## src/icache_defs.svh

```systemverilog
`ifndef ICACHE_DEFS_SVH
`define ICACHE_DEFS_SVH

// Word address is tag above index.
`define ICACHE_ADDR_W  12
`define ICACHE_INDEX_W 4
`define ICACHE_TAG_W   (`ICACHE_ADDR_W - `ICACHE_INDEX_W)

`define ICACHE_DATA_W  32

// One word per line, direct mapped.
`define ICACHE_SETS    16

// Cycles from the first valid cycle to the ready pulse.
`define MEM_LATENCY    3

`endif
```

## src/icache_pkg.sv

```systemverilog
`default_nettype none

`include "icache_defs.svh"

package icache_pkg;

    typedef enum logic [1:0] {
        IDLE,
        COMPARE_TAG,
        WRITE_BACK,
        ALLOCATE
    } cache_state_t;

    // Valid, dirty, tag and data of one line.
    typedef struct packed {
        logic                      valid;
        logic                      dirty;
        logic [`ICACHE_TAG_W-1:0]  tag;
        logic [`ICACHE_DATA_W-1:0] data;
    } cache_entry_t;

endpackage

`default_nettype wire

```

## src/icache_array.sv

```systemverilog
`default_nettype none

`include "icache_defs.svh"

module icache_array (
    input  wire                             clk,
    input  wire                             rst,
    input  wire [`ICACHE_INDEX_W-1:0]       rd_index,
    output icache_pkg::cache_entry_t        rd_entry,
    input  wire                             wr_en,
    input  wire [`ICACHE_INDEX_W-1:0]       wr_index,
    input  wire icache_pkg::cache_entry_t   wr_entry
);

    icache_pkg::cache_entry_t entries [0:`ICACHE_SETS-1];

    // Per-set valid bits.
    logic [`ICACHE_SETS-1:0] valid_q;

    always_ff @(posedge clk)
    begin
        if (wr_en)
        begin
            entries[wr_index] <= wr_entry;
        end
    end

    always_ff @(posedge clk)
    begin
        if (rst)
        begin
            valid_q <= '0;
        end
        else if (wr_en)
        begin
            valid_q[wr_index] <= wr_entry.valid;
        end
    end

    // Asynchronous read, valid taken from the flop vector.
    always_comb
    begin
        rd_entry       = entries[rd_index];
        rd_entry.valid = valid_q[rd_index];
    end

endmodule

`default_nettype wire

```

## config.mk

```make
export PLATFORM = sky130hd
export DESIGN_NAME = icache_array
export DESIGN_NICKNAME = d
export VERILOG_FILES = /design/src/icache_pkg.sv /design/src/icache_array.sv
export VERILOG_INCLUDE_DIRS = /design/src
export SDC_FILE = /design/constraint.sdc
export NUM_CORES = 1
export LEC_CHECK = 0
export BUFFER_PORTS_ARGS = -buffer_cell sky130_fd_sc_hd__buf_2
export CELL_PAD_IN_SITES_DETAIL_PLACEMENT = 2
export CELL_PAD_IN_SITES_GLOBAL_PLACEMENT = 2
export CORE_AREA = 2 2 329 331
export DETAILED_ROUTE_END_ITERATION = 12
export DIE_AREA = 0 0 331 333
export PLACE_DENSITY_LB_ADDON = 0.12
export SYNTH_ARGS = -nofsm -noshare
export SYNTH_HDL_FRONTEND = slang
export SYNTH_SLANG_ARGS = --single-unit
```

## constraint.sdc

```tcl
create_clock -name clk -period 3.5 [get_ports clk]
set_clock_uncertainty 0.2 [all_clocks]
set_input_delay 0 -clock clk [delete_from_list [all_inputs] [get_ports clk]]
set_output_delay 0 -clock clk [all_outputs]
set_load 0.03 [all_outputs]
```

# After elaboration in Yosys (flattened, before gate mapping)
# Memories as Yosys holds them, arrays and structs flattened.
# Index checks and enable logic that the tools add are counted.
dict set report totals {
  reg_bits 16
  ram_bits 672
  input_bits 53
  output_inout_bits 42
  elab_cells 13
  mem_count 1
}
dict set report op_classes {
  magnitude_cmp 3
  n_mux 7
  reduce_logical 1
}
# memory words width rd rd_clocked_by_memory_dff wr line
set mem_list {}
lappend mem_list {entries 16 42 1 0 1 icache_array.sv:15} ;# icache_pkg::cache_entry_t entries [0:`ICACHE_SETS-1];
# op count
set ops {}
lappend ops {{$bwmux W16} 1}
lappend ops {{$lt A4 B5 Y1 const B} 2}
lappend ops {{$bmux W1 S4} 1}
lappend ops {{$demux W1 S4} 1}
lappend ops {{$ge A4 B1 Y1 const B} 1}
lappend ops {{$mux W1} 4}
lappend ops {{$logic_and A1 B1 Y1} 1}

# Depth between registers and ports, before layout
dict set report logic_depth {
  depth_word 5
  depth_mapped 6
  mapped_depth_nobuf 3
}

# Worst setup path before layout
# No wires, ideal clock.
dict set report synth_timing {
  kind {input to register}
  startpoint {input wr_index[2]}
  endpoint {memory entries[0][0] (netlist bit) (enable)}
  setup_time_ps 439
  t_arrival_ps 2277
  required_time_ps 2861
  setup_slack_ps 583
  path_stages 3
  path_buffers 1
  cell_sequence {or3b_1 clkbuf_1 nor2_1}
}
# item line
set synth_lines {}
lappend synth_lines {{start, declared} icache_array.sv:11} ;# input wire [`ICACHE_INDEX_W-1:0] wr_index,
lappend synth_lines {{end, declared} icache_array.sv:15}
# No word-level cell before the write port.

==> impl_metrics.tcl <==
set metrics [dict create \
    htreeDepth 3 \
    crit_fanout 1 \
    clk_latency_ps 600 \
    setup_viol 0 \
    cts.clk_slew.worst_paths_ps 60 \
    n_fill_cell 10780 \
    post-route-period-util 0.7043 \
    wire_per_inst_um 24.60 \
    wirelength_mm 68.59 \
    layout.nets 1378 \
    rsz0062_at_grt "false" \
    synth_top_cell_area_share 0.7761 \
    core_um2 106600 \
    io_buffers 94 \
    finalHoldViolCount 0 \
    area_delta_synth_final_pct 21.69 \
    reg2reg_to "valid_q[15]" \
    vias 12190 \
    root_buffer "clkbuf_16" \
    num_rows 120 \
    die_x_um 331 \
    min_period_ps 2465 \
    maxCapViolCount 0 \
    synth_edf_count 656 \
    path_class "flop to output pin" \
    grt-ovfl-total 0 \
    yosys.area.top_type "edfxtp_1" \
    min_to "entries[0][4]" \
    drc 0 \
    status "finished, final reports clean" \
    cts_tree "yes" \
    ys_seq_area_frac 0.7887 \
    worstPathRequired_ps 3300 \
    drt_first_pass_iters 4 \
    syn_area_per_cell_um2 22.79 \
    slew_headroom 0.3483 \
    clock-sinks 672 \
    viasPerCell 4.371 \
    ys_ff_latch 672 \
    ys.warnings.count 0 \
    antenna_found_initial 1 \
    clock.fmax_mhz 405.6 \
    start_util 0.2381 \
    finalWorstSetupSlack_ps 1035 \
    holdPathStages 2 \
    io_pins 95 \
    gp_congestion 0.6566 \
    cp-end-kind "output pin" \
    die_h_um 333 \
    grt_pass1_vias 14040 \
    synth_nets 1167 \
    tns_ps 0 \
    dpl.hpwl_mm 37.54 \
    die-area_um2 110200 \
    r2r_setup_slack_ps 2100 \
    layout_commonest_cell "edfxtp_1" \
    synthCells 1114 \
    numCtsBuffers 79 \
    ys_top_cells_by_area "edfxtp_1 78%, mux4_2 15%, a22oi_1 2.5%" \
    slew_viol_final 0 \
    cts_setup_buffers 0 \
    worstPathArrival_ps 2270 \
    peakVddDrop_v 0.0003857 \
    grt_usage 0.1259 \
    worstSetupStartpointType "flop" \
    synth.distinct_cells 25 \
    grt_pass1_wl_mm 100.1 \
    yosys_most_used_dff "edfxtp_1" \
    grt_max_degree 45 \
    drtAntennaViolNets 0 \
    synthArstFlopShare 0 \
    drt_iter0_markers 696 \
    power.density_nw_per_um2 577.3 \
    reg2regPathDepth 3 \
    worstMarginPinSlew_ps 975.3 \
    n_antenna_cell 0 \
    hold_path_startpoint "wr_entry[4]" \
    synth_area_um2 25380 \
    drive_above_1_share 0.3097 \
    p_leak_uw 0.009668 \
    clk_path_buf_depth 3 \
    final_cell_mix "656 x edfxtp_1, 168 x mux4_2, 92 x buf_2, 84 x a22oi_1, 81 x clkbuf_16" \
    hold_path_class "input pin to flop" \
    timing.rr.start "valid_q[15]" \
    dp_slack_ps 1054 \
    cts_resized 0 \
]
-- sequential cells by signal, indices dropped and copies added (netlist names) --
register,count
entries,656
valid_q,16
-- worst max-delay path, stage by stage (launching register included) --
cell,delay [ps]
edfxtp_1,370
mux4_2,500
a22oi_1,390
nand2_1,180
buf_2,210
-- report_power, final --
part | internal, uW | switching, uW | total (uW)
sequential | 9000 | 34.6 | 9030
clock | 4530 | 3210 | 7740
combinational | 395 | 673 | 1070
total | 13900 | 3910 | 17800
-- cell usage after synthesis (all sizes together) (2+ instances only) --
cell type	number
edfxtp	656
mux4	168
a22oi	84
nand2	43
clkbuf	37
buf	28
nor2	18
a21oi	16
dfxtp	16
o21ai	16
nand3	13
nand4	4
nor2b	4
and3b	2
nand2b	2
nand3b	2
-- repair_timing --
item,CTS,global route
hold buffers,56,0
endpoints found under the setup margin,0,0
endpoints found under the hold margin,672,0
-- per-layer routing --
metal	vias to the layer above	track usage	part of all wire
li1	5177	-	-
met1	6725	0.1670	0.45
met2	190	0.2112	0.50
met3	92	0.02129	0.034
met4	2	0.03584	0.019
met5	-	0	0.00017
-- worst max-delay path by stage --
stage,from,end,slack (ps),depth (start not counted)
after floorplan,wr_index[2],entries[0][0],580,3
after global placement,rd_index[0],rd_entry[36],1070,6
after detailed placement,rd_index[0],rd_entry[36],1050,6
after CTS,entries[2][38],rd_entry[38],980,4
after global routing,entries[0][38],rd_entry[38],940,4
final,entries[3][33],rd_entry[33],1030,4
-- kinds of logic after synthesis --
logic type             after synthesis  synth area share
AOI/OAI and AO/OA                  116           0.03115
buffers and inverters               65           0.01439
and+or+nand+nor                     93           0.01671
muxes                              168            0.1491
DFF                                672            0.7887
-- through the flow --
step	hold slack [ps]	std cells	power [uW]	util	area, um^2
2_1_floorplan	-101.1	1114	9787	-	25380
6_report	118.1	2788	17830	0.2898	30890
3_3_place_gp	187.3	2591	10250	0.2619	27920
3_5_place_dp	193.5	2591	10270	0.2619	27920
4_1_cts	76.71	2788	18210	0.2898	30890
5_1_grt	109.0	2788	18530	0.2898	30890
-- area by class of cell --
class | count | area [um^2] | area share
sequential | 672 | 20020 | 0.6481
multi-input combinational | 377 | 5144 | 0.1665
tap | 1403 | 1755 | 0.05683
clock buffer | 103 | 2110 | 0.06829
clock inverter | 38 | 297.8 | 0.009641
timing repair buffer | 195 | 1563 | 0.05059
Note: power is estimated with default switching activity, not from simulation.
