## src/icache_defs.svh

```systemverilog
`ifndef ICACHE_DEFS_SVH
`define ICACHE_DEFS_SVH

// Word address is tag above index.
`define ICACHE_ADDR_W  12
`define ICACHE_INDEX_W 4
`define ICACHE_TAG_W   (`ICACHE_ADDR_W - `ICACHE_INDEX_W)

`define ICACHE_DATA_W  32

// One word per line, direct mapped.
`define ICACHE_SETS    16

// Cycles from the first valid cycle to the ready pulse.
`define MEM_LATENCY    3

`endif
```

## src/icache_pkg.sv

```systemverilog
`default_nettype none

`include "icache_defs.svh"

package icache_pkg;

    typedef enum logic [1:0] {
        IDLE,
        COMPARE_TAG,
        WRITE_BACK,
        ALLOCATE
    } cache_state_t;

    // Valid, dirty, tag and data of one line.
    typedef struct packed {
        logic                      valid;
        logic                      dirty;
        logic [`ICACHE_TAG_W-1:0]  tag;
        logic [`ICACHE_DATA_W-1:0] data;
    } cache_entry_t;

endpackage

`default_nettype wire

```

## src/icache_ctrl.sv

```systemverilog
`default_nettype none

`include "icache_defs.svh"

module icache_ctrl (
    input  wire                             clk,
    input  wire                             rst,

    input  wire [`ICACHE_ADDR_W-1:0]        cpu_req_addr,
    input  wire                             cpu_req_valid,
    input  wire                             cpu_req_wr,
    input  wire [`ICACHE_DATA_W-1:0]        cpu_req_wdata,
    output logic [`ICACHE_DATA_W-1:0]       cpu_req_data,
    output logic                            cpu_req_ready,

    output logic [`ICACHE_INDEX_W-1:0]      rd_index,
    input  wire icache_pkg::cache_entry_t   rd_entry,
    output logic                            wr_en,
    output logic [`ICACHE_INDEX_W-1:0]      wr_index,
    output icache_pkg::cache_entry_t        wr_entry,

    output logic                            mem_req_valid,
    output logic                            mem_req_wr,
    output logic [`ICACHE_ADDR_W-1:0]       mem_req_addr,
    output logic [`ICACHE_DATA_W-1:0]       mem_wr_data,
    input  wire [`ICACHE_DATA_W-1:0]        mem_req_data,
    input  wire                             mem_req_ready
);

    icache_pkg::cache_state_t state;
    icache_pkg::cache_state_t next_state;

    logic [`ICACHE_ADDR_W-1:0] req_addr;
    logic                      req_wr;
    logic [`ICACHE_DATA_W-1:0] req_wdata;
    logic [`ICACHE_TAG_W-1:0]  req_tag;
    logic                      hit;

    assign req_tag  = req_addr[`ICACHE_ADDR_W-1:`ICACHE_INDEX_W];
    assign rd_index = req_addr[`ICACHE_INDEX_W-1:0];
    assign wr_index = rd_index;
    assign hit      = rd_entry.valid && (rd_entry.tag == req_tag);

    always_ff @(posedge clk)
    begin
        if (rst)
        begin
            state <= icache_pkg::IDLE;
        end
        else
        begin
            state <= next_state;
        end
    end

    // Request is captured on the way out of IDLE.
    always_ff @(posedge clk)
    begin
        if (state == icache_pkg::IDLE && cpu_req_valid)
        begin
            req_addr  <= cpu_req_addr;
            req_wr    <= cpu_req_wr;
            req_wdata <= cpu_req_wdata;
        end
    end

    always_comb
    begin
        next_state = state;
        case (state)
            icache_pkg::IDLE:
            begin
                if (cpu_req_valid)
                begin
                    next_state = icache_pkg::COMPARE_TAG;
                end
            end
            icache_pkg::COMPARE_TAG:
            begin
                if (hit)
                begin
                    next_state = icache_pkg::IDLE;
                end
                else if (rd_entry.valid && rd_entry.dirty)
                begin
                    next_state = icache_pkg::WRITE_BACK;
                end
                else
                begin
                    next_state = icache_pkg::ALLOCATE;
                end
            end
            icache_pkg::WRITE_BACK:
            begin
                if (mem_req_ready)
                begin
                    next_state = icache_pkg::ALLOCATE;
                end
            end
            icache_pkg::ALLOCATE:
            begin
                if (mem_req_ready)
                begin
                    next_state = icache_pkg::COMPARE_TAG;
                end
            end
            default:
            begin
                next_state = icache_pkg::IDLE;
            end
        endcase
    end

    assign cpu_req_ready = (state == icache_pkg::COMPARE_TAG) && hit;
    assign cpu_req_data  = rd_entry.data;

    // Write hit marks the line dirty; a fill installs a clean line.
    always_comb
    begin
        wr_en    = 1'b0;
        wr_entry = rd_entry;
        if (state == icache_pkg::COMPARE_TAG && hit && req_wr)
        begin
            wr_en          = 1'b1;
            wr_entry.dirty = 1'b1;
            wr_entry.data  = req_wdata;
        end
        else if (state == icache_pkg::ALLOCATE && mem_req_ready)
        begin
            wr_en          = 1'b1;
            wr_entry.valid = 1'b1;
            wr_entry.dirty = 1'b0;
            wr_entry.tag   = req_tag;
            wr_entry.data  = mem_req_data;
        end
    end

    // Victim address is its own tag over the request index.
    assign mem_req_wr   = (state == icache_pkg::WRITE_BACK);
    assign mem_req_addr = mem_req_wr ? {rd_entry.tag, rd_index} : req_addr;
    assign mem_wr_data  = rd_entry.data;

    // Valid drops for one cycle after every ready pulse.
    always_ff @(posedge clk)
    begin
        if (rst)
        begin
            mem_req_valid <= 1'b0;
        end
        else if (mem_req_ready)
        begin
            mem_req_valid <= 1'b0;
        end
        else if (next_state == icache_pkg::WRITE_BACK || next_state == icache_pkg::ALLOCATE)
        begin
            mem_req_valid <= 1'b1;
        end
    end

endmodule

`default_nettype wire

```

## config.mk

```make
export PLATFORM = sky130hd
export DESIGN_NAME = icache_ctrl
export DESIGN_NICKNAME = d
export VERILOG_FILES = /design/src/icache_pkg.sv /design/src/icache_ctrl.sv
export VERILOG_INCLUDE_DIRS = /design/src
export SDC_FILE = /design/constraint.sdc
export NUM_CORES = 1
export LEC_CHECK = 0
export BUFFER_PORTS_ARGS = -buffer_cell sky130_fd_sc_hd__buf_2
export CORE_AREA = 2 2 97 99
export DETAILED_ROUTE_END_ITERATION = 12
export DIE_AREA = 0 0 99 101
export PLACE_DENSITY = 0.83
export SLEW_MARGIN = 20
export SYNTH_ARGS = -nofsm -noshare
export SYNTH_HDL_FRONTEND = slang
export SYNTH_SLANG_ARGS = --single-unit
```

## constraint.sdc

```tcl
create_clock -name clk -period 8.1 [get_ports clk]
set_clock_uncertainty 0.05 [all_clocks]
set_input_delay 0.405 -clock clk [delete_from_list [all_inputs] [get_ports clk]]
set_output_delay 0.405 -clock clk [all_outputs]
set_load 0.02 [all_outputs]
```

== Word level (Yosys, flattened, before mapping) ==
Index checks and enable logic that the tools add are counted.
Widths: inputs -> output; s select.
Cells by class
  add/sub/neg operators: 0
  multipliers: 0
  divide/modulo/power cells: 0
  order comparisons: 0
  equality and inequality tests: 6
  shift-type cells: 0
  mux-type cells: 14
  bitwise logic cells: 0
  reductions and logical operators: 9
Operators by type and width (number)
  $mux 42: 1
  $mux 32: 1
  $mux 12: 1
  $eq 2x2->1 const B: 4
  $eq 8x8->1: 1
  $mux 2: 4
  $mux 8: 1
  $pmux 2 s4: 1
  $logic_and 1x1->1: 6
  $mux 1: 5
  $eq 2x1->1 const B: 1
  $logic_not 2->1: 1
  $reduce_or 2->1: 1
  $logic_or 1x1->1: 1
Word-level totals
  register bits after elaboration: 48
  bits in latches: 0
  bits in writable memories: 0
  memory bits (read-only): 0
  bits of input ports: 123
  output and inout port bits: 130
  word-level logic and storage cells: 34
  memories: 0

== Depth between registers and ports, before layout ==
  depth in word-level cells: 6
  mapped depth: 6
  depth with buffers taken out: 5

== Worst setup path after synthesis ==
OpenSTA, ideal clock, no wires.
  kind: input-to-reg
  start point: input cpu_req_valid
  end point: register req_addr[0], enable pin
  setup time: 453 ps
  arrival time: 2584 ps
  data required time: 7597 ps
  slack: 5013 ps
  stages: 2
  path buffers: 0
  cells stage by stage: nor2b_1 > nor2b_1
Between the ends
  longest elaborated chain between the ends: 1
RTL lines
  start: declaration: RTL line icache_ctrl.sv:10  | input wire cpu_req_valid,
  $logic_and 1x1->1: RTL line icache_ctrl.sv:59  | if (state == icache_pkg::IDLE && cpu_req_valid)
  end signal: assignment: RTL line icache_ctrl.sv:61  | req_addr <= cpu_req_addr;
  end: declaration: RTL line icache_ctrl.sv:33  | logic [`ICACHE_ADDR_W-1:0] req_addr;
Every way passes these cells.
A chain may end at the register's enable or synchronous reset.

==> results.md <==
* Layout net count at approximately 550
* Post-detail-place hpwl at 6.65 mm
* Final WS setup at 4.64 ns
* Cell internal pwr at 0.465 mW
* Clock sink total at 48
* Initial antenna violation count at 0
* Seq/Total Area, Yosys at a little under half
* Yosys top cell by area: edfxtp_1
* Site Rows at 35
* Clock Latency Late Sink at 0.29 ns
* Total routed wirelength at 8.39 mm
* Switching share of total power at 30.4%
* # H-tree levels at 2
* Comb pwr share at ~28%
* Clock transition at path regs at 0.09 ns
* Post-synth top area share at approximately 45%
* Status: completed
* CTS Buffer Depth at 2
* Die width at 99 um
* Initial DRC Count at 68
* Fin. Hold Viols at 0
* Hold WC Path Type: in -> reg
* Length of routed met3 wiring at between 700 and 800 um
* Setup TNS at 0 ns
* Sw Pwr at 0.203 mW
* Cell Area, Synth at approximately 3000 um^2
* Total grt overflow at 0
* Mean Syn Cell Area at between 10 and 15 um^2
* Slew @ Worst Pin at roughly 0.96 ns
* Post-synth EDFFs at 45
* Async S/R FF share, synth at 0%
* Pre-antenna DRT Iters at 4
* Starting Density at 33.5%
* Pleak at 1.99 nW
* Final setup fails at 0
* Post-CTS Setup Inserts at 0
* Top layer in use: met4
* Area Overhead vs Synth at 28.9%
* Full die area at 10000 um^2
* DRT met1 WL at about 3.2 mm
* Root Buffer: clkbuf_8
* PortBufs at 252
* Gr usage total at 15.3%
* DR WL met2 at ~4.4 mm
* Dpl ws at 4.87 ns
* Largest net degree at the start of global routing at 45
* #FFs+latches synth at 48
* Vias per inst at between 4 and 5
* Post-cts hold buffer count at 0
* Fin crit period at 3.46 ns
* CTS buffer count at 5
* Clock share of power at 25.4%
* Unique masters post-synth at 28
* First-pass GRT wire length at roughly 12 mm
* Core Region at 8980 um^2
* Share of cells above drive strength 1 at 67.2%
* Gpl congestion at 0.728
* Max Fclk at 289 MHz
* Post-DRT Antenna Nets at 0
* Element type at the critical path start: flop
* Largest cells by area after synthesis: edfxtp_1 45%, buf_4 19%, a22o_1 9.3%
* Post-CTS resize count at 0
* Vias in the first global route at about 2.4k
* Total power at 0.668 mW
* Routed via count at ~2.5k
* # IOs at around 250
* Crit path kind: reg -> out
* Period utilization at 42.7%
* Crit end category: primary output
* RSZ-0062 raised after global routing: no
* Worst rel slew slack at between 30 and 40%
* Max Cap Viol at 0
* Required time of the critical path at ~7.7 ns
* Post-Syn Instances at 250
* Pwr dens at 172 nW/um^2
* Post-synth net total at ~370
* Die height at a little over 100 um
* YS warnings at 0
* CTS tree: built
* Sequential share of power at a little under half
* Wire length per cell at between 15 and 20 um
* CP Data Arrival Time at around 3 ns
* ANT cells at 0
* Maximum VDD drop at 89.8 uV
* DRC errors left at 0
* Fin. max-slew vios at 0
* Top_reg_cell synth: edfxtp_1
* Critical Path Fanout Max at 33
[state kept, by name, indices dropped and copies added (netlist names)]
register / flops
req_wr: 1
req_wdata: 32
state: 2
req_addr: 12
mem_req_valid: 1
[cell usage in the layout, fill, tap and decap left out]
cell	instances
a211oi_1	1
inv_1	3
clkbuf_8	5
nor3_1	1
edfxtp_1	45
nand3_1	1
a21o_2	3
nand3b_1	1
or3_2	1
nor4_4	1
nand4_1	1
nor2_1	3
clkbuf_1	1
nand2_1	2
a21oi_1	3
nand2b_1	1
and3_2	1
o22ai_1	1
nor2_4	1
bufinv_16	1
or3_1	1
xnor2_1	8
nor2b_1	2
a22o_1	32
clkinv_2	1
buf_4	2
nor2b_4	1
dfxtp_1	3
buf_2	252
mux2_2	16
a21o_1	29
[stage by stage]
step                      hold slack [ns]  cells  util [%]  instance area [um^2]
after floorplan                     0.424    250         -                  3010
after global placement              0.399    527      42.0                  3770
after detailed placement            0.401    527      42.0                  3770
after CTS                           0.214    535      43.2                  3880
after global routing                0.214    535      43.2                  3880
final                               0.228    535      43.2                  3880
[logic make-up after synthesis]
kind of cell,Yosys count,share of synthesized area [%]
buffers and inverters,91,22.4
AOI/OAI and AO/OA,69,18.4
DFF,48,46.9
and+or+nand+nor,18,3.99
muxes,16,5.99
xor gates and xnor gates,8,2.33
[power groups by stage]
stage / registers [mW] / logic, mW / clock network (mW)
floorplan: 0.313 / 0.137 / 0
global placement: 0.313 / 0.190 / 0
detailed placement: 0.314 / 0.192 / 0
CTS: 0.308 / 0.193 / 0.177
global route: 0.311 / 0.204 / 0.184
finish: 0.308 / 0.191 / 0.170
[Yosys cell counts, types with 2 or more instances]
| master | instances |
|---|---|
| buf_4 | 76 |
| edfxtp_1 | 45 |
| a22o_1 | 32 |
| a21o_1 | 29 |
| mux2_2 | 16 |
| xnor2_1 | 8 |
| buf_6 | 6 |
| clkbuf_1 | 5 |
| a21o_2 | 3 |
| a21oi_1 | 3 |
| dfxtp_1 | 3 |
| inv_1 | 3 |
| nor2_1 | 3 |
| nor2b_1 | 3 |
| nand2_1 | 2 |
[area by class of cell]
type	count	area [um^2]
clock buffers	6	72.6
clock inverters	2	35.0
fillers	853	5100
inverters	3	11.3
multi-input cells	111	932
flip-flops and latches	48	1410
well taps	111	139
repair buffers	254	1280
[worst paths after layout]
path | startpoint | end | slack, ns | depth (start not counted)
min reg2reg | mem_req_valid$_SDFFE_PP0P_ | mem_req_valid$_SDFFE_PP0P_ | 0.41 | 2
max reg2reg | state[0]$_SDFF_PP0_ | req_wdata[26]$_DFFE_PP_ | 6.33 | 3
max | req_addr[4]$_DFFE_PP_ | wr_entry[31] | 4.64 | 7
min | cpu_req_addr[10] | req_addr[10]$_DFFE_PP_ | 0.23 | 1
[routing by layer]
layer,track usage [%],up-vias
met3,3.61,6
met1,17.5,1181
met2,28.6,149
li1,-,1182
met5,0,-
met4,3.79,0
[worst max-delay path, cell delays in order (launching register included)]
cell and delay (ns):
edfxtp_1 0.43, xnor2_1 0.18, nand3_1 0.17, nor4_4 0.83, buf_4 0.41, nor2_4 0.20, a21o_2 0.30, buf_2 0.15
(Power assumes the default switching activity.)
